<file path="src/design/stream_fifo.sv">
module stream_fifo #(
    parameter int WIDTH = 32,
    parameter int DEPTH = 4
) (
    input  logic             aclk,
    input  logic             aresetn,
    input  logic             in_valid,
    output logic             in_ready,
    input  logic [WIDTH-1:0] in_data,
    output logic             out_valid,
    input  logic             out_ready,
    output logic [WIDTH-1:0] out_data
);

    localparam int AW = (DEPTH > 1) ? $clog2(DEPTH) : 1;
    localparam int CW = $clog2(DEPTH + 1);

    logic [WIDTH-1:0] mem [DEPTH];
    logic [AW-1:0]    wr_ptr;
    logic [AW-1:0]    rd_ptr;
    logic [CW-1:0]    count;
    logic             wr_en;
    logic             rd_en;

    // pointers wrap at DEPTH, which need not be a power of two
    function automatic logic [AW-1:0] next_ptr(input logic [AW-1:0] ptr);
        return (ptr == AW'(DEPTH - 1)) ? '0 : ptr + 1'b1;
    endfunction

    assign in_ready  = (count != CW'(DEPTH));
    assign out_valid = (count != '0);
    assign out_data  = mem[rd_ptr];
    assign wr_en     = in_valid & in_ready;
    assign rd_en     = out_valid & out_ready;

    always_ff @(posedge aclk) begin
        if (wr_en) begin
            mem[wr_ptr] <= in_data;
        end
    end

    always_ff @(posedge aclk) begin
        if (!aresetn) begin
            wr_ptr <= '0;
            rd_ptr <= '0;
            count  <= '0;
        end else begin
            if (wr_en) begin
                wr_ptr <= next_ptr(wr_ptr);
            end
            if (rd_en) begin
                rd_ptr <= next_ptr(rd_ptr);
            end
            case ({wr_en, rd_en})
                2'b10:   count <= count + 1'b1;
                2'b01:   count <= count - 1'b1;
                default: count <= count;
            endcase
        end
    end

endmodule

</file>
<file path="config.mk">
export PLATFORM = sky130hd
export DESIGN_NAME = stream_fifo
export DESIGN_NICKNAME = d
export VERILOG_FILES = /design/src/design/stream_fifo.sv
export SDC_FILE = /design/constraint.sdc
export NUM_CORES = 1
export LEC_CHECK = 0
export BUFFER_PORTS_ARGS = -buffer_cell sky130_fd_sc_hd__buf_2
export CORE_MARGIN = 2
export CORE_UTILIZATION = 25
export DETAILED_ROUTE_END_ITERATION = 6
export PLACE_DENSITY = 0.53
export SYNTH_ARGS = -nofsm -noshare
export SYNTH_HDL_FRONTEND = slang
export SYNTH_SLANG_ARGS = --single-unit
</file>
<file path="constraint.sdc">
create_clock -name aclk -period 2.14 [get_ports aclk]
set_input_delay 0.428 -clock aclk [delete_from_list [all_inputs] [get_ports aclk]]
set_output_delay 0.428 -clock aclk [all_outputs]
set_load 0.01 [all_outputs]
</file>
==> flow_summary.ini <==
[min_path]
hp-class = primary input to register

[routing]
drc = 0
vias = 2449
totalWireLength_um = 9833
dr.pass1.iters = 3
viasPerCell = 4.109
drt-initial-drc-count = 104
ant_nets = 0
routedWlPerCell_um = 16.50

[synthesis]
yosysWarnings = 0
yosys.area.top_type_share_pct = 75.26
yosysMostFrequentCell = edfxtp_1
synth_commonest_cells = 128 x edfxtp_1, 32 x mux4_2, 9 x dfxtp_1
synth_area_um2 = 5107
synth_nets = 266
async_flop_share_pct = 0
synth_edf_count = 128
netlist_top_cells_area = edfxtp_1 75%, mux4_2 14%, dfxtp_1 3.5%, ha_1 1.5%, inv_1 0.51%
synth-compound-area-share_pct = 0.7839
ys_seq_elements = 137
synth_ff_type = edfxtp_1
synth_fa_ha_area_share_pct = 1.862
ys_seq_area_share_pct = 78.78
synth_cells = 223
yosys.area_share.simple_pct = 2.352
synth_cell_types = 28
synth_top_family_by_area = multiplexers
avgSynthCellArea_um2 = 22.90
synthMuxAreaShare_pct = 14.31
synth_top_cell_by_area = edfxtp_1
synth_xor_area_share_pct = 0.3430

[layout]
area_growth_pct = 29.84
drive_above_1_share_pct = 49.39
diodes = 0
stdcell_count = 596
nets = 356

[power]
swShare_pct = 25.76
p_leak_nw = 2.233
p_comb_share_pct = 24.1
powerDensity_nw_per_um2 = 1251
power_frac_seq_pct = 40.1
power.switching_w = 0.002137
clock_power_share_pct = 35.7
ir_drop_mv = 0.5280
total_power_w = 0.008295
p_int_w = 0.006158

[timing]
post-route-period-util_pct = 100.6
hold_violations = 0
final_max_slew_viol_count = 0
clock_skew_ns = 0.006669
whs_ns = 0.2227
worst_pin_slew_ns = 0.9564
relSlewSlack_pct = 36.24
post-route-min-period_ns = 2.153
fmax_ghz = 0.4644
finalSetupViolations = 1
grt_setup_unrepaired = true
post-route-worst-setup-slack_ns = -0.01329

[place]
io_buffers = 69
hpwl_um = 5862
gp_congestion = 0.6683
placed_cells = 561

[critical_path]
crit_path_start_kind = register
cp_max_fo = 2
path_class = register to register
worstSetupEndpointType = register
cp.required_ns = 2.47
arrival_ns = 2.49
slowest_stage = or3b_4
cp_common_cell = inv_2
cpPeakStageDelay_ns = 0.39
path_cells = or3b_4, and2_4, inv_2, ha_4, inv_2, fa_2, xor2_2, or3_4, a21boi_2

[global_route]
grt_pass1_wl_um = 15240
overflow = 0
use_met1_pct = 10.67
grt_max_degree = 33
grt_use_total_pct = 9.746
antenna_found_initial = 2
gr-usage-met2_pct = 16.62
busiest_layer = met2
grt_pass1_vias = 2744
met3_usage_pct = 3.665

[clock_network]
cts.sinks = 137
path_clk_slew_ns = 0.06
cts_tree = yes
htreeDepth = 4
clkLatencyLatePin_ns = 0.41
clock_path_buffers = 2
cts_buffers = 17
clock-root-buffer = clkbuf_16

[die]
io-pin-count = 70
initial_utilization_pct = 25.32
die_y_um = 146.9
dieWidth_um = 146.9
fp-row-count = 52
die-area_um2 = 21590
core_um2 = 20170

[outcome]
violations = setup timing
status = finished with violations

[job]
drv_cap = 0
[flip-flops by register name, indices dropped and copies added (netlist names), named ones only]
name	cells
mem	128
count	3
wr_ptr	2
rd_ptr	2
[layout make-up]
cell class | instances | area [um^2]
clock buffers | 18 | 429.2
clock inverters | 14 | 172.7
fillers | 1972 | 13540
inverters | 7 | 26.28
multi-input cells | 70 | 1037
flip-flops and latches | 137 | 4031
well taps | 270 | 337.8
repair buffers | 80 | 596.8
[path summary, 6_finish.rpt]
kind	start	end	slack, ns	cells after the start
setup / recovery	count[0]	count[2]	-0.01	9
hold / removal	in_data[9]	mem[2][9]	0.22	1
setup reg to reg	count[0]	count[2]	-0.01	9
hold reg to reg	wr_ptr[1]	wr_ptr[1]	0.50	2
[worst max-delay path: cells and delay by family, from the launching register on]
kind	cells	cell delay [ns]
AO/OA/AOI/OAI	1	0.16
XOR/XNOR	1	0.16
adder cells (fa/ha/maj)	2	0.46
buffers and inverters	2	0.09
flip-flops	1	0.32
AND/OR/NAND/NOR	3	0.87
[power by group through the flow]
stage	Clock (W)	Combinational, W	Sequential, W
after floorplan	0	0.00111	0.00336
after global placement	0	0.00174	0.00337
after detailed placement	0	0.00177	0.00339
after CTS	0.00305	0.00188	0.00333
after global routing	0.00315	0.00217	0.00335
final	0.00296	0.00200	0.00333
[kinds of logic (layout without fill, tap and decap cells)]
family,Yosys count,in the layout
AOI/OAI and AO/OA,7,7
xor gates and xnor gates,2,2
adders and majority gates,7,7
buffers and inverters,16,119
DFF,137,137
muxes,33,33
and+or+nand+nor,21,21
[per-layer routing]
metal | part of all wire (%) | wire, um | up-vias
li1 | - | - | 1094
met2 | 52 | 5104 | 56
met4 | 2.2 | 214 | 4
met3 | 4.8 | 468 | 25
met5 | 0.31 | 30 | -
met1 | 41 | 4016 | 1270
[stage by stage]
| stage | cell area (um^2) | setup slack, ns | utilization [%] | setup TNS [ns] |
|---|---|---|---|---|
| 6_report | 6631 | -0.01329 | 32.88 | -0.01329 |
| 5_1_grt | 6631 | -0.06219 | 32.88 | -0.8401 |
| 3_5_place_dp | 5847 | -0.05562 | 28.99 | -0.05562 |
| 4_1_cts | 6515 | -0.02872 | 32.30 | -0.1258 |
| 2_1_floorplan | 5129 | -0.04391 | - | -0.04391 |
| 3_3_place_gp | 5847 | 0.04596 | 28.99 | 0 |
[timing repair]
item | CTS | global route
buffers inserted | 1 | 2
cloned | 0 | 0
pin swaps | 0 | 3
endpoints found under the setup margin | 20 | 32
hold endpoints to repair | 0 | 0
gates resized for setup | 11 | 16
hold buffers | 0 | 0
[cells in the final DEF (no fill, tap or decap), types with 5 or more instances in the layout]
cell        instances
inv_1               5
nand2_1             6
edfxtp_1          128
clkinvlp_4          5
mux4_2             32
ha_1                5
buf_6              23
dfxtp_1             5
clkbuf_16          17
buf_2              46
buf_4               9
Power figures use the tool's default switching activity.
