<file path="config.mk">
export PLATFORM = sky130hd
export DESIGN_NAME = msg_splitter
export DESIGN_NICKNAME = d
export VERILOG_FILES = /design/src/design/auth_pkg.sv /design/src/design/msg_splitter.sv
export SDC_FILE = /design/constraint.sdc
export NUM_CORES = 1
export LEC_CHECK = 0
export BUFFER_PORTS_ARGS = -buffer_cell sky130_fd_sc_hd__buf_4
export CAP_MARGIN = 0
export CORE_AREA = 2 2 756 758
export DETAILED_ROUTE_END_ITERATION = 10
export DIE_AREA = 0 0 758 760
export GPL_ROUTABILITY_DRIVEN = 0
export GPL_TIMING_DRIVEN = 1
export PLACE_DENSITY_LB_ADDON = 0.05
export RECOVER_POWER = 50
export SYNTH_ARGS = -nofsm -noshare
export SYNTH_HDL_FRONTEND = slang
export SYNTH_SLANG_ARGS = --single-unit
</file>
<file path="constraint.sdc">
create_clock -name aclk -period 1.2 [get_ports aclk]
set_input_delay 0.06 -clock aclk [delete_from_list [all_inputs] [get_ports aclk]]
set_output_delay 0.06 -clock aclk [all_outputs]
set_load 0.02 [all_outputs]
</file>
<file path="src/design/auth_pkg.sv">
package auth_pkg;

    localparam int WORD_BYTES = 64;
    localparam int BLOCK_BYTES = 16;
    localparam int BLOCKS_PER_WORD = WORD_BYTES / BLOCK_BYTES;
    localparam int KEY_IDX_W = 32;

    localparam int WORD_W = WORD_BYTES * 8;
    localparam int BLOCK_W = BLOCK_BYTES * 8;

    // one beat of the 512-bit message stream
    typedef struct packed {
        logic [WORD_W-1:0]     data;
        logic [WORD_BYTES-1:0] keep;
        logic                  last;
    } stream_word_t;

    // one 128-bit mixing block
    typedef struct packed {
        logic [BLOCK_W-1:0]     data;
        logic [BLOCK_BYTES-1:0] keep;
        logic                   last;
    } block_t;

    // header fields, cmd_id sits at bit 0
    typedef struct packed {
        logic [WORD_W-193:0] pad;
        logic [31:0]         data_len;
        logic [31:0]         tag;
        logic [31:0]         src;
        logic [31:0]         dst;
        logic [31:0]         cmd_len;
        logic [31:0]         cmd_id;
    } msg_header_t;

    typedef struct packed {
        logic [WORD_W-257:0]      pad;
        logic [BLOCK_W-1:0]       key;
        logic [127-KEY_IDX_W:0]   reserved;
        logic [KEY_IDX_W-1:0]     key_idx;
    } key_load_t;

    // the same input word seen as raw data, as a header or as a key record
    typedef union packed {
        logic [WORD_W-1:0] raw;
        msg_header_t       hdr;
        key_load_t         key_load;
    } in_word_u;

endpackage

</file>
<file path="src/design/msg_splitter.sv">
module msg_splitter (
    input  logic                            aclk,
    input  logic                            aresetn,
    input  logic                            in_valid,
    output logic                            in_ready,
    input  auth_pkg::stream_word_t          in_word,
    input  logic                            in_key_load,
    output logic                            key_wr,
    output logic [auth_pkg::KEY_IDX_W-1:0]  key_wr_idx,
    output logic [auth_pkg::BLOCK_W-1:0]    key_wr_key,
    output logic                            hdr_valid,
    input  logic                            hdr_ready,
    output auth_pkg::stream_word_t          hdr_word,
    output logic                            idx_valid,
    input  logic                            idx_ready,
    output logic [auth_pkg::KEY_IDX_W-1:0]  idx_data,
    output logic                            pay_valid,
    input  logic                            pay_ready,
    output auth_pkg::stream_word_t          pay_word
);

    import auth_pkg::*;

    in_word_u view;
    logic     hdr_expected;
    logic     is_hdr;
    logic     is_pay;
    logic     in_fire;

    assign view = in_word.data;

    assign is_hdr  = !in_key_load & hdr_expected;
    assign is_pay  = !in_key_load & !hdr_expected;

    // key records never stall, a header needs room in both meta queues
    assign in_ready = in_key_load | (hdr_expected ? (hdr_ready & idx_ready) : pay_ready);
    assign in_fire  = in_valid & in_ready;

    assign key_wr     = in_valid & in_key_load;
    assign key_wr_idx = view.key_load.key_idx;
    assign key_wr_key = view.key_load.key;

    // header and index are pushed together or not at all
    assign hdr_valid = in_valid & is_hdr & idx_ready;
    assign hdr_word  = in_word;
    assign idx_valid = in_valid & is_hdr & hdr_ready;
    assign idx_data  = view.hdr.dst;

    assign pay_valid = in_valid & is_pay;
    assign pay_word  = in_word;

    // first message word after reset or after a last payload word is a header
    always_ff @(posedge aclk) begin
        if (!aresetn) begin
            hdr_expected <= 1'b1;
        end else if (in_fire & is_hdr) begin
            hdr_expected <= 1'b0;
        end else if (in_fire & is_pay & in_word.last) begin
            hdr_expected <= 1'b1;
        end
    end

endmodule

</file>
==> key figures <==
Critical path
  • Type of the worst setup path: in -> out
  • CP Buf/Inv Count: 2
  • CP Capture Type: output port
  • Critical path startpoint category: input pin
  • Slowest cell on crit path: buf_4
  • Worst Path Max Fanout: 5
  • Delay-heaviest family, CP: simple AND/OR/NAND/NOR gates
  • WP data required: 1.14 ns
  • Critical path, cell by cell: buf_4, nor2b_1, nor2b_1, buf_4
  • Critical Path Max Stage Delay: 0.25 ns
  • Worst EP arrival: 0.93 ns

Timing
  • Final Hold Fails: 0
  • Final Max Tran Viols: 0
  • Final-report setup violation count: 0
  • Tmin final: 0.9878 ns
  • Period utilization: 0.8231
  • Setup Skew: 0 ns
  • Tightest Pin Transition: 0.2666 ns
  • Setup TNS: 0 ns
  • Fmax: 1012 MHz
  • RSZ-0062 raised after global routing: false
  • Worst relative slew slack: 0.8219

Detailed routing
  • TritonRoute pass-1 iters: 4
  • Post-route ant nets: 0
  • DR DRC count: 0
  • DR iter-0 viols: 198
  • Vias per cell: 0.3644
  • Routed WL: 205400 um
  • WL per Instance: 27.16 um
  • Vias: 2755

Logic synthesis
  • Avg Inst Size Synth: 7.516 sq um
  • Dominant cells by area after synthesis: buf_4 99%, dfxtp_1 0.20%, nor2b_1 0.18%
  • Synth cell types: 10
  • Synth Net Count: 1942
  • Synthesized cell area: 0.01021 sq mm
  • Ys Warns: 0
  • Flops & latches, synth: 1
  • Sequential fraction of the synthesis area: 0.001961
  • Cells after Synth: 1358
  • Synth area leader: buf_4
  • Yosys top cell area share: 0.9899

Min path
  • HP Class: in -> out

Layout
  • Most common cell after layout, fill and taps aside: buf_4
  • Largest register by flop count: hdr_expected
  • Most frequent cells in the layout: 15 x buf_4, 3 x nor2b_1, 2 x and3_1
  • Filler Cells Inserted: 68180
  • Share of layout cells above drive strength 1: 0.5556
  • Top flop regs: hdr_expected: 1 flops
  • Post-layout net count: 613
  • Largest register FFs: 1
  • Diode count: 0
  • Area growth, synth to finish: -5.553%

Global route
  • Initial antenna violation count: 1
  • First-pass GRT wire length: 213800 um
  • Largest net degree at the start of global routing: 6
  • Vias in the first global route: 2856
  • Overall Global Routing Usage: 0.06757
  • GRT overflow: 0

Power and ir drop
  • Pwr dens: 13.84 mW/mm^2
  • Max VDD drop: 52.09 uV
  • Leak: 0.1169 nW
  • Total chip power: 0.1334 mW

Floorplan
  • Core ar.: 0.5677 sq mm
  • Num ports: 1935
  • Die height: 760 um
  • Die X: 758 um
  • Site Rows: 277
  • Starting Density: 0.01798
  • Full die area: 0.5761 sq mm

Clock tree
  • Post-CTS setup buffer count: 0
  • Resized Gates After CTS: 0
  • Skew-Pair Late Insertion Delay: 0 ns
  • Hold Buf Count CTS: 0

Outcome
  • Outcome: completed

Run
  • MaxCap Viol Count: 0

Placed design
  • Port buffer count: 14
area by class of cell:
type,count,area [sq um],area share
Multi-Input combinational cell,11,82.58,0.008566
Timing Repair Buffer,15,112.6,0.01168
Tap cell,7533,9425,0.9777
Sequential cell,1,20.02,0.002077
synth_stat cells, drive strengths merged:
library cell  number
and2b              1
buf             1346
and4b              1
a311o              1
nor2b              3
dfxtp              1
nand4b             1
and2               1
a32oi              1
and3               2
final timing paths:
path,from,endpoint,slack (ns),depth (start not counted)
worst min-delay path,in_word[345],hdr_word[345],0.12,0
worst max register to register,hdr_expected,hdr_expected,0.25,3
worst min register to register,hdr_expected,hdr_expected,0.76,3
worst max-delay path,in_key_load,pay_valid,0.21,4
kinds of logic after synthesis:
kind of cell / Yosys count / share of synthesized area
compound gates: 2 / 0.001839
buf+inv: 1346 / 0.9899
simple gates: 9 / 0.006252
flops: 1 / 0.001961
where the power goes:
part | internal, mW | total, mW | leakage (nW) | switching, mW
clock network | 0 | 0 | 0 | 0
logic | 0.0390 | 0.0974 | 0.109 | 0.0584
registers | 0.0352 | 0.0361 | 0.00817 | 0.000845
total | 0.0742 | 0.133 | 0.117 | 0.0593
per-layer routing:
layer  wire length [um]  track usage  vias to the layer above
met3             103400       0.1590                      536
met4              18270      0.04859                        4
met5                190     0.003170                        -
li1                   -            -                       78
met2              75070      0.08856                     1642
met1               8386     0.007762                      495
through the flow:
stage	std cells	instance area [sq um]	hold slack (ns)	worst slack, ns	utilization
floorplan	1358	10210	0.1758	0.3254	-
global placement	7560	9641	0.1202	0.04197	0.01698
detailed placement	7560	9641	0.1202	0.1171	0.01698
CTS	7560	9641	0.1202	0.1009	0.01698
global route	7560	9641	0.1200	0.09403	0.01698
finish	7560	9641	0.1200	0.2122	0.01698
No activity file was read; power rests on OpenSTA's default activity.
