==> src/design/auth_pkg.sv <==
package auth_pkg;

    localparam int WORD_BYTES = 64;
    localparam int BLOCK_BYTES = 16;
    localparam int BLOCKS_PER_WORD = WORD_BYTES / BLOCK_BYTES;
    localparam int KEY_IDX_W = 32;

    localparam int WORD_W = WORD_BYTES * 8;
    localparam int BLOCK_W = BLOCK_BYTES * 8;

    // one beat of the 512-bit message stream
    typedef struct packed {
        logic [WORD_W-1:0]     data;
        logic [WORD_BYTES-1:0] keep;
        logic                  last;
    } stream_word_t;

    // one 128-bit mixing block
    typedef struct packed {
        logic [BLOCK_W-1:0]     data;
        logic [BLOCK_BYTES-1:0] keep;
        logic                   last;
    } block_t;

    // header fields, cmd_id sits at bit 0
    typedef struct packed {
        logic [WORD_W-193:0] pad;
        logic [31:0]         data_len;
        logic [31:0]         tag;
        logic [31:0]         src;
        logic [31:0]         dst;
        logic [31:0]         cmd_len;
        logic [31:0]         cmd_id;
    } msg_header_t;

    typedef struct packed {
        logic [WORD_W-257:0]      pad;
        logic [BLOCK_W-1:0]       key;
        logic [127-KEY_IDX_W:0]   reserved;
        logic [KEY_IDX_W-1:0]     key_idx;
    } key_load_t;

    // the same input word seen as raw data, as a header or as a key record
    typedef union packed {
        logic [WORD_W-1:0] raw;
        msg_header_t       hdr;
        key_load_t         key_load;
    } in_word_u;

endpackage

==> src/design/key_mixer.sv <==
module key_mixer (
    input  logic                            aclk,
    input  logic                            aresetn,
    input  logic                            in_valid,
    output logic                            in_ready,
    input  auth_pkg::block_t                in_block,
    input  logic                            idx_valid,
    output logic                            idx_ready,
    input  logic [auth_pkg::KEY_IDX_W-1:0]  idx_data,
    output logic [auth_pkg::KEY_IDX_W-1:0]  key_idx,
    input  logic [auth_pkg::BLOCK_W-1:0]    key,
    output logic                            out_valid,
    input  logic                            out_ready,
    output auth_pkg::block_t                out_block
);

    logic in_fire;

    // no block moves until its message index is queued
    assign in_ready  = idx_valid & (!out_valid | out_ready);
    assign in_fire   = in_valid & in_ready;

    // the index stays at the queue head for the whole message
    assign key_idx   = idx_data;
    assign idx_ready = in_fire & in_block.last;

    always_ff @(posedge aclk) begin
        if (!aresetn) begin
            out_valid <= 1'b0;
        end else if (in_fire) begin
            out_valid <= 1'b1;
        end else if (out_ready) begin
            out_valid <= 1'b0;
        end
    end

    always_ff @(posedge aclk) begin
        if (in_fire) begin
            out_block.data <= in_block.data ^ key;
            out_block.keep <= in_block.keep;
            out_block.last <= in_block.last;
        end
    end

endmodule

==> config.mk <==
export PLATFORM = sky130hd
export DESIGN_NAME = key_mixer
export DESIGN_NICKNAME = d
export VERILOG_FILES = /design/src/design/auth_pkg.sv /design/src/design/key_mixer.sv
export SDC_FILE = /design/constraint.sdc
export NUM_CORES = 1
export LEC_CHECK = 0
export BUFFER_PORTS_ARGS = -buffer_cell sky130_fd_sc_hd__buf_4
export CORE_AREA = 3 3 188 190
export DETAILED_ROUTE_END_ITERATION = 16
export DIE_AREA = 0 0 191 193
export HOLD_SLACK_MARGIN = 0.1
export SYNTH_ARGS = -nofsm -noshare
export SYNTH_HDL_FRONTEND = slang
export SYNTH_SLANG_ARGS = --single-unit
==> constraint.sdc <==
create_clock -name aclk -period 9 [get_ports aclk]
set_input_delay 1.8 -clock aclk [delete_from_list [all_inputs] [get_ports aclk]]
set_output_delay 1.8 -clock aclk [all_outputs]
set_load 0.02 [all_outputs]
==> reports/results.tsv <==
stage	metric	value	unit
floorplanning	std cell rows	67	
global_routing	initial antenna violation count	0	
synthesis	Cells after Synth	312	
route	met3 wire length	2100	µm
cts	total CTS buffers	17	
critical_path	FF-to-FF setup slack	6.95	ns
power	pwr dens	179	mW/mm²
floorplanning	top-level port count	490	
placed_design	IO buf count	425	
synthesis	flop and latch count out of synthesis	146	
synthesis	Synth Net Count	622	
floorplanning	initial core utilization	17.2	%
cts	clk buf depth	2	
sta	period utilization	46.8	%
route	Routed Antenna Nets	0	
power	leakage power	4.26	nW
synthesis	Synth Cell Area	0.00578	mm²
sta	Hold Vio Cnt, Final	0	
route	First-pass DRT Iterations	4	
global_routing	GRT Total Usage	9.43	%
route	drt wl/cell	15.9	µm
sta	FMAX	237	MHz
cts	buffers inserted by post-CTS timing repair	0	
synthesis	Unique masters post-synth	10	
hold_path	Hold Crit Start	out_valid	
cells_and_area	Area growth syn-to-layout	71.0	%
sta	Tightest Pin Transition	0.901	ns
hold_path	Worst Hold Depth	2	
placed_design	Post-DP HPWL	15400	µm
cells_and_area	Antenna Diode Count	0	
sta	Period minus WS final	4.21	ns
sta	RSZ-0062 raised after global routing	false	
cells_and_area	Final Util	29.4	%
route	DR vias	4046	
cells_and_area	nets	1036	
global_routing	overflow left after global routing	0	
route	final wirelength	18900	µm
cts	H-tree depth	4	
critical_path	CP arrival	2.41	ns
synthesis	sequential share of the synthesized area	75.6	%
route	drc violations	0	
sta	slew margin rel.	39.9	%
floorplanning	Die Y	193	µm
critical_path	worst reg2reg startpoint	out_valid	
synthesis	Avg Inst Size Synth	18.5	µm²
sta	TNS Setup	0	ns
hold_path	Hold Path Class	flop to flop	
run	max-cap viol count	0	
route	Top Metal Used	met4	
route	met2 wire length	9940	µm
floorplanning	DIE AREA	0.0369	mm²
cts	Post-CTS Resized	0	
route	initial drt markers	72	
critical_path	kind of critical path	primary input to output pin	
cts	Worst-path clk slew	0.06	ns
global_routing	first-pass GRT wire length	24400	µm
cts	hold_buf cts	0	
critical_path	reg2reg end	out_block[118]	
cts	clock sink count	146	
critical_path	CP max FO	4	
floorplanning	Core Area	0.0336	mm²
floorplanning	width of the die	191	µm
critical_path	FF-to-FF path depth	3	
global_routing	largest net degree at the start of global routing	70	
cts	Clk Latency, worst-skew pair	0.43	ns
critical_path	type of origin of the critical path	primary input	
global_routing	vias in the first global route	4108	
sta	final worst clock skew	0.00735	ns
sta	fin. max-slew vios	0	
placed_design	GP Congestion	0.736	
cells_and_area	share of layout cells above drive strength 1	62.4	%
critical_path	worst path required time	7.20	ns
route	vias per inst	3.41	
route	Met1 Wirelength	6340	µm
hold_path	hold path endpoint	out_valid	
outcome	status	finished, final reports clean	
cts	Root Buffer Master	clkbuf_16	
critical_path	Critical Path End Type	output pin	
power	Max IR drop VDD	0.000120	V
sta	setup violators final	0	
synthesis	synth warn	0	
cts	TritonCTS clock tree	done	
-- state kept, by name, indices dropped and copies added, names as in the netlist --
signal	flops
out_block	145
out_valid	1
-- worst max-delay path, stage by stage --
cell,delay (ns)
buf_4,0.10
nand2b_4,0.14
and4_4,0.21
buf_4,0.16
-- cell usage in the layout (no fill, tap or decap) --
master / instances
and4_4: 1
a21boi_0: 1
inv_6: 5
and2_1: 1
clkbuf_1: 1
dfxtp_1: 1
buf_4: 427
nand2b_4: 1
bufinv_16: 1
xor2_1: 128
clkbuf_16: 17
inv_8: 2
clkinv_4: 2
nand2_1: 1
clkinvlp_4: 4
nor2b_4: 1
edfxtp_1: 145
-- synth_stat cells --
library cell / number / area [µm²]
and4_4: 1 / 11.3
nand2b_4: 1 / 13.8
buf_4: 32 / 240
dfxtp_1: 1 / 20.0
nor2b_1: 1 / 6.26
a21boi_0: 1 / 7.51
nand2_1: 1 / 3.75
xor2_1: 128 / 1120
edfxtp_1: 145 / 4350
and2_1: 1 / 6.26
-- power by group --
| part | switching (W) | internal [W] | total (W) | leakage (nW) |
|---|---|---|---|---|
| combinational | 0.000126 | 0.000141 | 0.000267 | 2.63 |
| sequential | 0.0000106 | 0.000800 | 0.000811 | 1.36 |
| clock | 0.000306 | 0.000388 | 0.000694 | 0.268 |
-- logic make-up (layout without fill, tap and decap cells) --
kind of cell | Yosys count | count (layout) | share of synthesized area [%]
AND/OR/NAND/NOR | 5 | 5 | 0.714
AO/OA/AOI/OAI | 1 | 1 | 0.130
XOR/XNOR | 128 | 128 | 19.4
buffers and inverters | 32 | 459 | 4.15
flip-flops | 146 | 146 | 75.6
-- stage by stage --
stage | setup slack [ns] | cells | cell area (µm²) | total power [W] | hold WS, ns
after floorplan | 0.00556 | 312 | 5780 | 0.000942 | 0.592
after global placement | 4.79 | 1155 | 9320 | 0.00110 | 0.514
after detailed placement | 4.79 | 1155 | 9320 | 0.00110 | 0.547
after CTS | 4.79 | 1187 | 9890 | 0.00181 | 0.558
after global routing | 4.78 | 1187 | 9890 | 0.00185 | 0.575
final | 4.79 | 1187 | 9890 | 0.00177 | 0.550
-- layout make-up --
cell class	count	area, µm²
Tap cell	448	561
Fill cell	3446	23700
Sequential cell	146	4370
Timing Repair Buffer	427	3210
Clock buffer	18	429
Clock inverter	14	144
Multi-Input combinational cell	134	1180
-- how the worst max path moves through the flow --
stage / start / end / slack, ns / cells past startpoint
6_report: out_ready / idx_ready / 4.79 / 4
5_1_grt: out_ready / idx_ready / 4.78 / 4
4_1_cts: out_ready / idx_ready / 4.79 / 4
3_5_place_dp: out_ready / idx_ready / 4.79 / 4
3_3_place_gp: out_ready / idx_ready / 4.79 / 4
2_1_floorplan: out_ready / out_block[0] / 0.006 / 2
-- metal layers --
layer / vias to the layer above / GRT usage (%)
met5: - / 0
met4: 0 / 4.60
met1: 1854 / 9.31
met3: 42 / 4.14
met2: 251 / 16.9
li1: 1899 / -
No activity file was read; power rests on OpenSTA's default activity.
