`config.mk`:
```
export PLATFORM = sky130hd
export DESIGN_NAME = key_table
export DESIGN_NICKNAME = d
export VERILOG_FILES = /design/src/design/auth_pkg.sv /design/src/design/key_table.sv
export SDC_FILE = /design/constraint.sdc
export NUM_CORES = 2
export LEC_CHECK = 0
export BUFFER_PORTS_ARGS = -buffer_cell sky130_fd_sc_hd__buf_2
export CAP_MARGIN = 20
export CORE_AREA = 2 2 481 483
export CTS_BUF_LIST = sky130_fd_sc_hd__clkbuf_2 sky130_fd_sc_hd__clkbuf_4 sky130_fd_sc_hd__clkbuf_8
export DETAILED_ROUTE_END_ITERATION = 6
export DIE_AREA = 0 0 483 485
export PLACE_DENSITY_LB_ADDON = 0.3
export RECOVER_POWER = 50
export SLEW_MARGIN = 15
export SYNTH_ARGS = -nofsm -noshare
export SYNTH_HDL_FRONTEND = slang
export SYNTH_SLANG_ARGS = --single-unit
```
`constraint.sdc`:
```
create_clock -name aclk -period 11.65 [get_ports aclk]
set_clock_uncertainty 0.1 [all_clocks]
set_input_delay 0.5825 -clock aclk [delete_from_list [all_inputs] [get_ports aclk]]
set_output_delay 0.5825 -clock aclk [all_outputs]
set_load 0.005 [all_outputs]
```
`src/design/auth_pkg.sv`:
```
package auth_pkg;

    localparam int WORD_BYTES = 64;
    localparam int BLOCK_BYTES = 16;
    localparam int BLOCKS_PER_WORD = WORD_BYTES / BLOCK_BYTES;
    localparam int KEY_IDX_W = 32;

    localparam int WORD_W = WORD_BYTES * 8;
    localparam int BLOCK_W = BLOCK_BYTES * 8;

    // one beat of the 512-bit message stream
    typedef struct packed {
        logic [WORD_W-1:0]     data;
        logic [WORD_BYTES-1:0] keep;
        logic                  last;
    } stream_word_t;

    // one 128-bit mixing block
    typedef struct packed {
        logic [BLOCK_W-1:0]     data;
        logic [BLOCK_BYTES-1:0] keep;
        logic                   last;
    } block_t;

    // header fields, cmd_id sits at bit 0
    typedef struct packed {
        logic [WORD_W-193:0] pad;
        logic [31:0]         data_len;
        logic [31:0]         tag;
        logic [31:0]         src;
        logic [31:0]         dst;
        logic [31:0]         cmd_len;
        logic [31:0]         cmd_id;
    } msg_header_t;

    typedef struct packed {
        logic [WORD_W-257:0]      pad;
        logic [BLOCK_W-1:0]       key;
        logic [127-KEY_IDX_W:0]   reserved;
        logic [KEY_IDX_W-1:0]     key_idx;
    } key_load_t;

    // the same input word seen as raw data, as a header or as a key record
    typedef union packed {
        logic [WORD_W-1:0] raw;
        msg_header_t       hdr;
        key_load_t         key_load;
    } in_word_u;

endpackage

```
`src/design/key_table.sv`:
```
module key_table #(
    parameter int NUM_KEYS = 16
) (
    input  logic                            aclk,
    input  logic                            aresetn,
    input  logic                            key_wr,
    input  logic [auth_pkg::KEY_IDX_W-1:0]  key_wr_idx,
    input  logic [auth_pkg::BLOCK_W-1:0]    key_wr_key,
    input  logic [auth_pkg::KEY_IDX_W-1:0]  rd_idx,
    output logic [auth_pkg::BLOCK_W-1:0]    rd_key
);

    import auth_pkg::*;

    localparam int SEL_W = (NUM_KEYS > 1) ? $clog2(NUM_KEYS) : 1;

    logic [BLOCK_W-1:0] keys [NUM_KEYS];

    // only the low index bits select a key
    always_ff @(posedge aclk) begin
        if (!aresetn) begin
            for (int i = 0; i < NUM_KEYS; i++) begin
                keys[i] <= '0;
            end
        end else if (key_wr) begin
            keys[key_wr_idx[SEL_W-1:0]] <= key_wr_key;
        end
    end

    assign rd_key = keys[rd_idx[SEL_W-1:0]];

endmodule

```
==> run summary <==
The run finished, with violations left. The checks that failed: capacitance limit, slew limit. After synthesis, the cell types taking the most area are edfxtp_1 67%, mux4_2 14%, and2_1 14%. The endpoint required time on the critical path came out at 12410 ps. The share of total power in sequential cells is 53.3%. The cell-internal power was 12.38 mW.

Setup repair after global routing left no endpoint under its margin. The tools report the count of synthesis-stage warnings from yosys as 0. Once detail routing completed, the nets flagged for antenna violations numbered 0. The maximum vdd drop came out at 0.09695 mV. For the initial antenna violation count, the log shows 50. The delay contributed by the slowest stage of the critical path is 3180 ps, and the overall power of the completed layout is 16.19 mW. The number of different library cells used by synthesis comes to 24. After detailed routing, the average wire length per cell comes to 29.97 um. The count of routing violations after the opening detailed-route iteration is 6175, and the final critical-path share of the clock period is 64.69%. At the pin with the least slew margin, the transition time is 4961 ps. The clock passes through at most 4 buffers. The cell taking the most area after synthesis was edfxtp_1. The logs give 0 for the total count of hold-check failures in the final report and 0.09560 sq mm for the instance area at placement.

Effective utilization at floorplan: 39.90%. The top-area cell type share of the netlist area came out at 67.31%. The worst hold path belongs to the class in -> reg.

Total detailed-routing wirelength: 272600 um. The mean area per synthesized cell came out at 16.69 sq um. The arrival time reported for the critical path endpoint is 8300 ps, and the count of pins on the block boundary is 323. In this run the tool buffered the top-level ports with 266 buffer cells. Relative to the synthesized area, the layout overhead comes to 12.83%. The floorplan die width was 483 um; the share of the yosys chip area belonging to registers was 67.31%.

The floorplan step defined a core boundary enclosing 0.2290 sq mm. In the final layout, the share of cells above drive strength 1 is 23.64%. The logs give 52289 for the number of global-route vias before repair and 9096 for the non-filler instance count after layout. For the combinational share of power, the log shows 8.1%. The run gives 0 as the detailed-route DRC error count. For the count of buffers added by post-CTS timing repair for setup, the log shows 0. The predominant post-synthesis flop cell was edfxtp_1.

The analysis attributes to net switching a power of 3.809 mW. The tools report the synthesized area as 0.09137 sq mm. In this run the tightest slew margin relative to its limit is -230.7%. The leakage power total is 35.16 nW. The initialized floorplan defines 176 standard-cell rows.

The clock edge transition at the registers on the reported setup and hold paths works out to 60 ps. The run gives 1107 as the number of pins with negative max-slew slack in the final report. For the cell total after placement, the log shows 8348. Power spread over the standard cell area amounts to 157.1 mW/mm^2. The tools report the buffer cell driving the clock tree root as clkbuf_8. For this run, the detailed router's first-pass iteration total came to 5.

The critical path goes through clkbuf_1 > nand2_1 > or3_1 > nor2_1 > clkbuf_1 > buf_4 > and2_1. The register with the most flip-flops in the layout has 2048 of them. The maximum achievable frequency was 132.7 MHz; the total global routing track utilization was 23.15%. Type of origin of the critical path: an input port. For the final global-route overflow total, the log shows 0. The cell type of the slowest stage on the worst timing path was clkbuf_1. In this run, synthesis inferred 2048 flip-flops with an integrated enable. The number of clock sinks seen by CTS was 2048. Clock tree synthesis inserted a total of 354 buffers.

The kind of critical path is in -> reg. In this run the vertical extent of the chip is 485 um. Synthesis produced 5473 cells. The largest registers in the layout are keys: 2048 flops. The async set-or-reset flop fraction in the synthesized netlist came out at 0%. By count the netlist is led by 2048 x and2_1, 2048 x edfxtp_1, 569 x mux4_2, 418 x clkbuf_1, 81 x mux2i_1. The worst path buffer plus inverter count is 3, and the final-layout setup total negative slack is 0 ps. The floorplan step defined a die boundary enclosing 0.2343 sq mm. In the routed layout, each cell is associated on average with a via count of 5.535. After clock tree synthesis, the repair step resized 0 gates. The tools report the post-route standard cell area excluding fillers as 0.1031 sq mm.

STA classifies the critical path endpoint as a register. Of the total power, the share spent switching nets is 23.53%. The maximum number of pins on one net before global-route repair was 130; the estimated wirelength of the detail-placed design was 125400 um.

The run gives 128 as the post-cts hold buffer count. By instance count, the cell type seen most on the critical path is clkbuf_1. Of the total power, the clock network draws 38.6%. The net total in the final layout came out at 6002. The most flop-heavy register was keys. For the total of max-cap violations, the log shows 32. Along the worst path, the maximum fanout reaches 61.

Setup violations remaining at the end of the flow were counted as 0. The first global-routing pass estimated 386400 um of wire. The final critical path time including I/O delays and setup is 7536 ps.

The synthesized design contains 2048 register bits. For the count of vias placed by the detailed router, the log shows 50344. The family with the most delay on the worst path is buffers and inverters.

The H-tree generated during clock tree synthesis spans 5 levels. TritonCTS built the clock tree. The number of nets in the synthesized netlist is 5668. At the end of routability-driven placement, the weighted congestion stood at 0.7124.
==> layout by cell type, fill, tap and decap left out, drive strengths merged, types with 2 or more instances in the layout <==
master and count:
edfxtp 2048, and2 2048, mux4 569, clkbuf 493, buf 342, dlygate4sd3 128, clkinv 112, mux2i 81
a21oi 45, nor2b 35, a211oi 35, o221ai 24, diode 22, nand2 19, o22ai 12, o21ai 12
nor2 12, nand2b 7, clkinvlp 6, bufinv 6, nor3 4, inv 4, a31oi 2, nand4b 2
==> through the flow <==
stage                     util, %  hold WS, ps  worst slack (ps)
after CTS                   45.13        302.3              6297
after global routing        45.00        383.5              3707
after global placement      41.74        929.0              5825
after floorplan                 -        680.7             693.7
final                       45.02        412.8              4114
after detailed placement    41.74        935.1              5795
==> per-layer routing <==
metal	GRT usage, %	part of all wire (%)	vias up
li1	-	-	21021
met1	30.16	39	26537
met2	39.07	50	2246
met3	4.350	7.8	512
met4	7.679	3.0	28
met5	0	0.072	-
==> path summary, 6_finish.rpt <==
check                               endpoint  slack [ps]  cells past startpoint      startpoint
setup / recovery   keys[1][45]$_SDFFCE_PN0P_        4110                      7         aresetn
hold / removal    keys[14][59]$_SDFFCE_PN0P_         410                      3  key_wr_key[59]
==> logic make-up after synthesis <==
logic type,share of synthesized area [%]
compound gates,0.9257
simple gates,14.49
buf+inv,2.362
flops,67.31
mux,14.91
==> power by group through the flow <==
stage | combinational [mW] | sequential, mW | clock (mW)
after floorplan | 0.746 | 8.84 | 0
after global placement | 1.28 | 8.76 | 0
after detailed placement | 1.29 | 8.78 | 0
after CTS | 1.33 | 8.63 | 6.34
after global routing | 1.38 | 8.67 | 6.66
final | 1.30 | 8.64 | 6.25
==> area by class of cell <==
type / count / area [sq um]
diodes: 22 / 55.05
clock buffers: 470 / 5762
clock inverters: 127 / 716.9
fillers: 19988 / 125900
inverters: 1 / 11.26
multi-input cells: 2909 / 27750
flip-flops and latches: 2048 / 61500
well taps: 3026 / 3786
repair buffers: 493 / 3510
Power figures use the tool's default switching activity.
