## src/design/auth_pkg.sv

```systemverilog
package auth_pkg;

    localparam int WORD_BYTES = 64;
    localparam int BLOCK_BYTES = 16;
    localparam int BLOCKS_PER_WORD = WORD_BYTES / BLOCK_BYTES;
    localparam int KEY_IDX_W = 32;

    localparam int WORD_W = WORD_BYTES * 8;
    localparam int BLOCK_W = BLOCK_BYTES * 8;

    // one beat of the 512-bit message stream
    typedef struct packed {
        logic [WORD_W-1:0]     data;
        logic [WORD_BYTES-1:0] keep;
        logic                  last;
    } stream_word_t;

    // one 128-bit mixing block
    typedef struct packed {
        logic [BLOCK_W-1:0]     data;
        logic [BLOCK_BYTES-1:0] keep;
        logic                   last;
    } block_t;

    // header fields, cmd_id sits at bit 0
    typedef struct packed {
        logic [WORD_W-193:0] pad;
        logic [31:0]         data_len;
        logic [31:0]         tag;
        logic [31:0]         src;
        logic [31:0]         dst;
        logic [31:0]         cmd_len;
        logic [31:0]         cmd_id;
    } msg_header_t;

    typedef struct packed {
        logic [WORD_W-257:0]      pad;
        logic [BLOCK_W-1:0]       key;
        logic [127-KEY_IDX_W:0]   reserved;
        logic [KEY_IDX_W-1:0]     key_idx;
    } key_load_t;

    // the same input word seen as raw data, as a header or as a key record
    typedef union packed {
        logic [WORD_W-1:0] raw;
        msg_header_t       hdr;
        key_load_t         key_load;
    } in_word_u;

endpackage

```

## src/design/block_unpacker.sv

```systemverilog
module block_unpacker (
    input  logic                   aclk,
    input  logic                   aresetn,
    input  logic                   in_valid,
    output logic                   in_ready,
    input  auth_pkg::stream_word_t in_word,
    output logic                   out_valid,
    input  logic                   out_ready,
    output auth_pkg::block_t       out_block
);

    import auth_pkg::*;

    localparam int SEL_W = $clog2(BLOCKS_PER_WORD);
    localparam logic [SEL_W-1:0] LAST_SEL = SEL_W'(BLOCKS_PER_WORD - 1);

    logic [SEL_W-1:0]           sel;
    logic [BLOCKS_PER_WORD-1:0] slice_used;
    logic                       has_next;
    logic                       out_fire;

    always_comb begin
        for (int i = 0; i < BLOCKS_PER_WORD; i++) begin
            slice_used[i] = |in_word.keep[i*BLOCK_BYTES +: BLOCK_BYTES];
        end
    end

    // keep is contiguous, so the first empty slice ends the word
    assign has_next  = (sel != LAST_SEL) && slice_used[sel + 1'b1];
    assign out_valid = in_valid & slice_used[sel];
    assign out_fire  = out_valid & out_ready;

    // a word with no kept bytes yields no block and is dropped
    assign in_ready = (out_fire & !has_next) | (in_valid & !slice_used[sel]);

    assign out_block.data = in_word.data[sel*BLOCK_W +: BLOCK_W];
    assign out_block.keep = in_word.keep[sel*BLOCK_BYTES +: BLOCK_BYTES];
    assign out_block.last = in_word.last & !has_next;

    always_ff @(posedge aclk) begin
        if (!aresetn) begin
            sel <= '0;
        end else if (out_fire) begin
            sel <= has_next ? sel + 1'b1 : '0;
        end
    end

endmodule

```

## config.mk

```make
export PLATFORM = sky130hd
export DESIGN_NAME = block_unpacker
export DESIGN_NICKNAME = d
export VERILOG_FILES = /design/src/design/auth_pkg.sv /design/src/design/block_unpacker.sv
export SDC_FILE = /design/constraint.sdc
export NUM_CORES = 1
export LEC_CHECK = 0
export ABC_AREA = 1
export BUFFER_PORTS_ARGS = -buffer_cell sky130_fd_sc_hd__buf_4
export CAP_MARGIN = 20
export CELL_PAD_IN_SITES_DETAIL_PLACEMENT = 0
export CELL_PAD_IN_SITES_GLOBAL_PLACEMENT = 2
export CORE_AREA = 2 2 285 287
export CTS_CLUSTER_DIAMETER = 200
export DETAILED_ROUTE_END_ITERATION = 10
export DIE_AREA = 0 0 287 289
export GPL_ROUTABILITY_DRIVEN = 0
export HOLD_SLACK_MARGIN = 0.15
export PLACE_DENSITY_LB_ADDON = 0.05
export SETUP_SLACK_MARGIN = 0.1
export SLEW_MARGIN = 5
export SYNTH_ARGS = -nofsm -noshare
export SYNTH_HDL_FRONTEND = slang
export SYNTH_SLANG_ARGS = --single-unit
```

## constraint.sdc

```tcl
create_clock -name aclk -period 1.64 [get_ports aclk]
set_input_delay 0.164 -clock aclk [delete_from_list [all_inputs] [get_ports aclk]]
set_output_delay 0.164 -clock aclk [all_outputs]
set_load 0.05 [all_outputs]
```

==> flow_metrics.env <==
export IMPL_ant_nets=0
export IMPL_rsz0062_at_grt="yes"
export IMPL_r2r_start="sel[0]$_SDFFE_PN0P_"
export IMPL_power_frac_comb_pct=95.3
export IMPL_violations="negative setup slack"
export IMPL_wirelength_um=64200
export IMPL_p_sw_mw=4.99
export IMPL_fp_dieW_um=287
export IMPL_skew_ns=0.00405
export IMPL_ctsHtreeMaxLevel=1
export IMPL_cts_buffers=3
export IMPL_crit_family="buffers and inverters"
export IMPL_top_register="sel"
export IMPL_final_cell_mix="buf_4, nor2_1, o21ai_1"
export IMPL_clock_latency_ns=0.22
export IMPL_dp_slack_ns=-0.332
export IMPL_first_global_vias=11000
export IMPL_area_delta_synth_final_pct=261
export IMPL_crit_buf_inv=4
export IMPL_met1Wirelength_um=24600
export IMPL_hold_class="in -> reg"
export IMPL_num_rows=104
export IMPL_cts_root_buffer="clkbuf_16"
export IMPL_crit_path_start_kind="flop"
export IMPL_cp_num_cells=6
export IMPL_met2_length_um=33500
export IMPL_grt_max_degree=36
export IMPL_clk_pin_slew_ns=0.03
export IMPL_drt_drc_violations_left=0
export IMPL_start_util_pct=5.50
export IMPL_core_area_um2=79900
export IMPL_syn_nets=1500
export IMPL_min_period_over_period_pct=111
export IMPL_power_density_nw_per_um2=576
export IMPL_grt_antenna_before_repair=22
export IMPL_reg_largest_list="sel x2"
export IMPL_ys_warn_count=0
export IMPL_critical_path_class="reg -> out"
export IMPL_finalSetupTns_ns=-17.16
export IMPL_power_frac_seq_pct=0.7
export IMPL_drive_gt1_share_pct=66.8
export IMPL_clkPwrFrac_pct=4.0
export IMPL_worst_slack_ns=-0.175
export IMPL_max_freq_ghz=0.551
export IMPL_layout_commonest_cell="buf_4"
export IMPL_end_kind="output port"
export IMPL_setup_viol=146
export IMPL_crit_top_cell="buf_12"
export IMPL_port_buffers=727
export IMPL_power_leakage_nw=6.57
export IMPL_grt_overflow=0
export IMPL_rrSetupSlack_ns=0.04
export IMPL_max_stage_delay_ns=0.37
export IMPL_cts_sinks=2
export IMPL_dr_max_layer_used="met5"
export IMPL_chipHeight_um=289
export IMPL_drv_cap=0
export IMPL_synth_cell_types=19
export IMPL_die_area_um2=82900
export IMPL_crit_end="out_block[69]"
export IMPL_crit_fanout=19
export IMPL_drtPass1Iterations=6
export IMPL_worst_ep_required_time_ns=1.48
export IMPL_netlist_area_um2=4390
export IMPL_route_met3_wl_um=5290
export IMPL_worst_pin_slew_ns=0.413
export IMPL_final_nets=2266
export IMPL_ir_drop_mv=0.208
export IMPL_startpoint="sel[0]$_SDFFE_PN0P_"
export IMPL_vias=9933
export IMPL_hpwlAfterDp_um=50700
export IMPL_ys_ff_latch=2
export IMPL_grt_pass1_wl_um=85400
export IMPL_largest_reg_flops=2
export IMPL_power_switching_share_pct=54.5
export IMPL_critPathSlowestCell="dfxtp_4"
export IMPL_slew_headroom_pct=72.2
export IMPL_status="complete, but fails checks"
export IMPL_avgSynthCellArea_um2=4.79
export IMPL_min_delay_path_depth=3
export IMPL_grtUsageTotal_pct=14.5
export IMPL_power_mw=9.15
export IMPL_seq_area_frac_synth_pct=0.911
export IMPL_cts_tree="built"
export IMPL_hold_viol_final=0
export IMPL_cts_hold_buf=0
export IMPL_r2r_end="sel[1]$_SDFFE_PN0P_"
export IMPL_ios=728
export IMPL_synthCells=918
export IMPL_min_period_ns=1.81
export IMPL_final_max_slew_viol_count=0
export IMPL_fin_util_pct=19.9
export IMPL_intPower_mw=4.16
export IMPL_cp_cell_sequence="buf_12, buf_8, buf_12, o21ai_0, o22ai_4, buf_4"
export IMPL_clk_path_buf_depth=2
export IMPL_hp_start="aresetn"
export IMPL_reg2reg_depth=11
export IMPL_wl_per_cell_um=23.3
export IMPL_critPathArrivalTime_ns=1.65
export IMPL_viasPerCell=3.61
export IMPL_drt_iter0_drc=257
## power groups by stage
stage | combinational, mW | clock, mW | sequential, mW
after CTS | 8.55 | 0.369 | 0.0647
after detailed placement | 7.46 | 0 | 0.0715
after global placement | 7.49 | 0 | 0.0715
after global routing | 9.21 | 0.375 | 0.0661
after floorplan | 4.47 | 0 | 0.0584
final | 8.72 | 0.367 | 0.0650
## Yosys cell counts
| cell type | number | area (um^2) |
|---|---|---|
| nor2_1 | 333 | 1250 |
| inv_1 | 7 | 26.3 |
| clkinv_1 | 1 | 3.75 |
| buf_6 | 15 | 169 |
| o21ai_0 | 287 | 1440 |
| o22ai_1 | 144 | 901 |
| dfxtp_1 | 2 | 40.0 |
| inv_2 | 1 | 3.75 |
| a31oi_1 | 1 | 6.26 |
| nand3_2 | 3 | 30.0 |
| o21ai_1 | 1 | 5.00 |
| nor2_4 | 1 | 11.3 |
| buf_2 | 22 | 110 |
| ha_1 | 1 | 12.5 |
| nand4_1 | 1 | 6.26 |
| buf_4 | 3 | 22.5 |
| clkbuf_1 | 55 | 206 |
| nand2_1 | 37 | 139 |
| nand3_1 | 3 | 15.0 |
## how the worst min path moves through the flow
stage | end
after floorplan | sel[0]$_SDFFE_PN0P_
after global placement | sel[0]$_SDFFE_PN0P_
after detailed placement | sel[0]$_SDFFE_PN0P_
after CTS | sel[0]$_SDFFE_PN0P_
after global routing | sel[0]$_SDFFE_PN0P_
final | sel[0]$_SDFFE_PN0P_
## metal layers
layer	global-route usage [%]	up-vias
li1	-	4823
met1	16.2	4682
met2	26.5	374
met3	5.16	38
met4	2.64	16
met5	0	-
## per-stage QoR
stage / hold slack [ns] / std cells / instance area [um^2]
after floorplan: 0.284 / 918 / 6390
after global placement: 0.416 / 2696 / 13600
after detailed placement: 0.415 / 2696 / 13600
after CTS: 0.186 / 2732 / 15300
after global routing: 0.209 / 2750 / 15900
final: 0.181 / 2754 / 15900
## layout make-up
type / count / area [um^2]
Antenna cell: 12 / 30.0
Multi-Input combinational cell: 812 / 6300
Timing Repair Buffer: 855 / 8000
Tap cell: 1060 / 1330
Timing Repair inverter: 1 / 11.3
Inverter: 9 / 76.3
Sequential cell: 2 / 47.5
Clock buffer: 3 / 75.1
Fill cell: 9132 / 64000
## repair_timing
item / 4_1_cts / 5_1_grt
pin swaps: 27 / 8
gates cloned: 15 / 6
buffers inserted: 19 / 7
resized for setup: 429 / 173
endpoints found under the setup margin: 149 / 149
## cell families (layout without fill, tap and decap cells)
group / count (synthesis) / in the layout / synth area share (%)
adder cells (fa/ha/maj): 1 / 1 / 0.285
AO/OA/AOI/OAI: 433 / 433 / 53.4
flip-flops: 2 / 2 / 0.911
other: 0 / 12 / 0
AND/OR/NAND/NOR: 378 / 378 / 33.0
buffers and inverters: 104 / 868 / 12.3
## worst register-to-register path, stage by stage, from the launching register on
cell and delay [ns]:
dfxtp_4 0.37, buf_12 0.16, inv_16 0.17, nand2_1 0.14
nand3_4 0.11, nand3_4 0.08, nor2_4 0.09, buf_4 0.11
buf_4 0.10, inv_1 0.03, nor2_1 0.08, nor2_1 0.04
No activity file was read; power rests on OpenSTA's default activity.
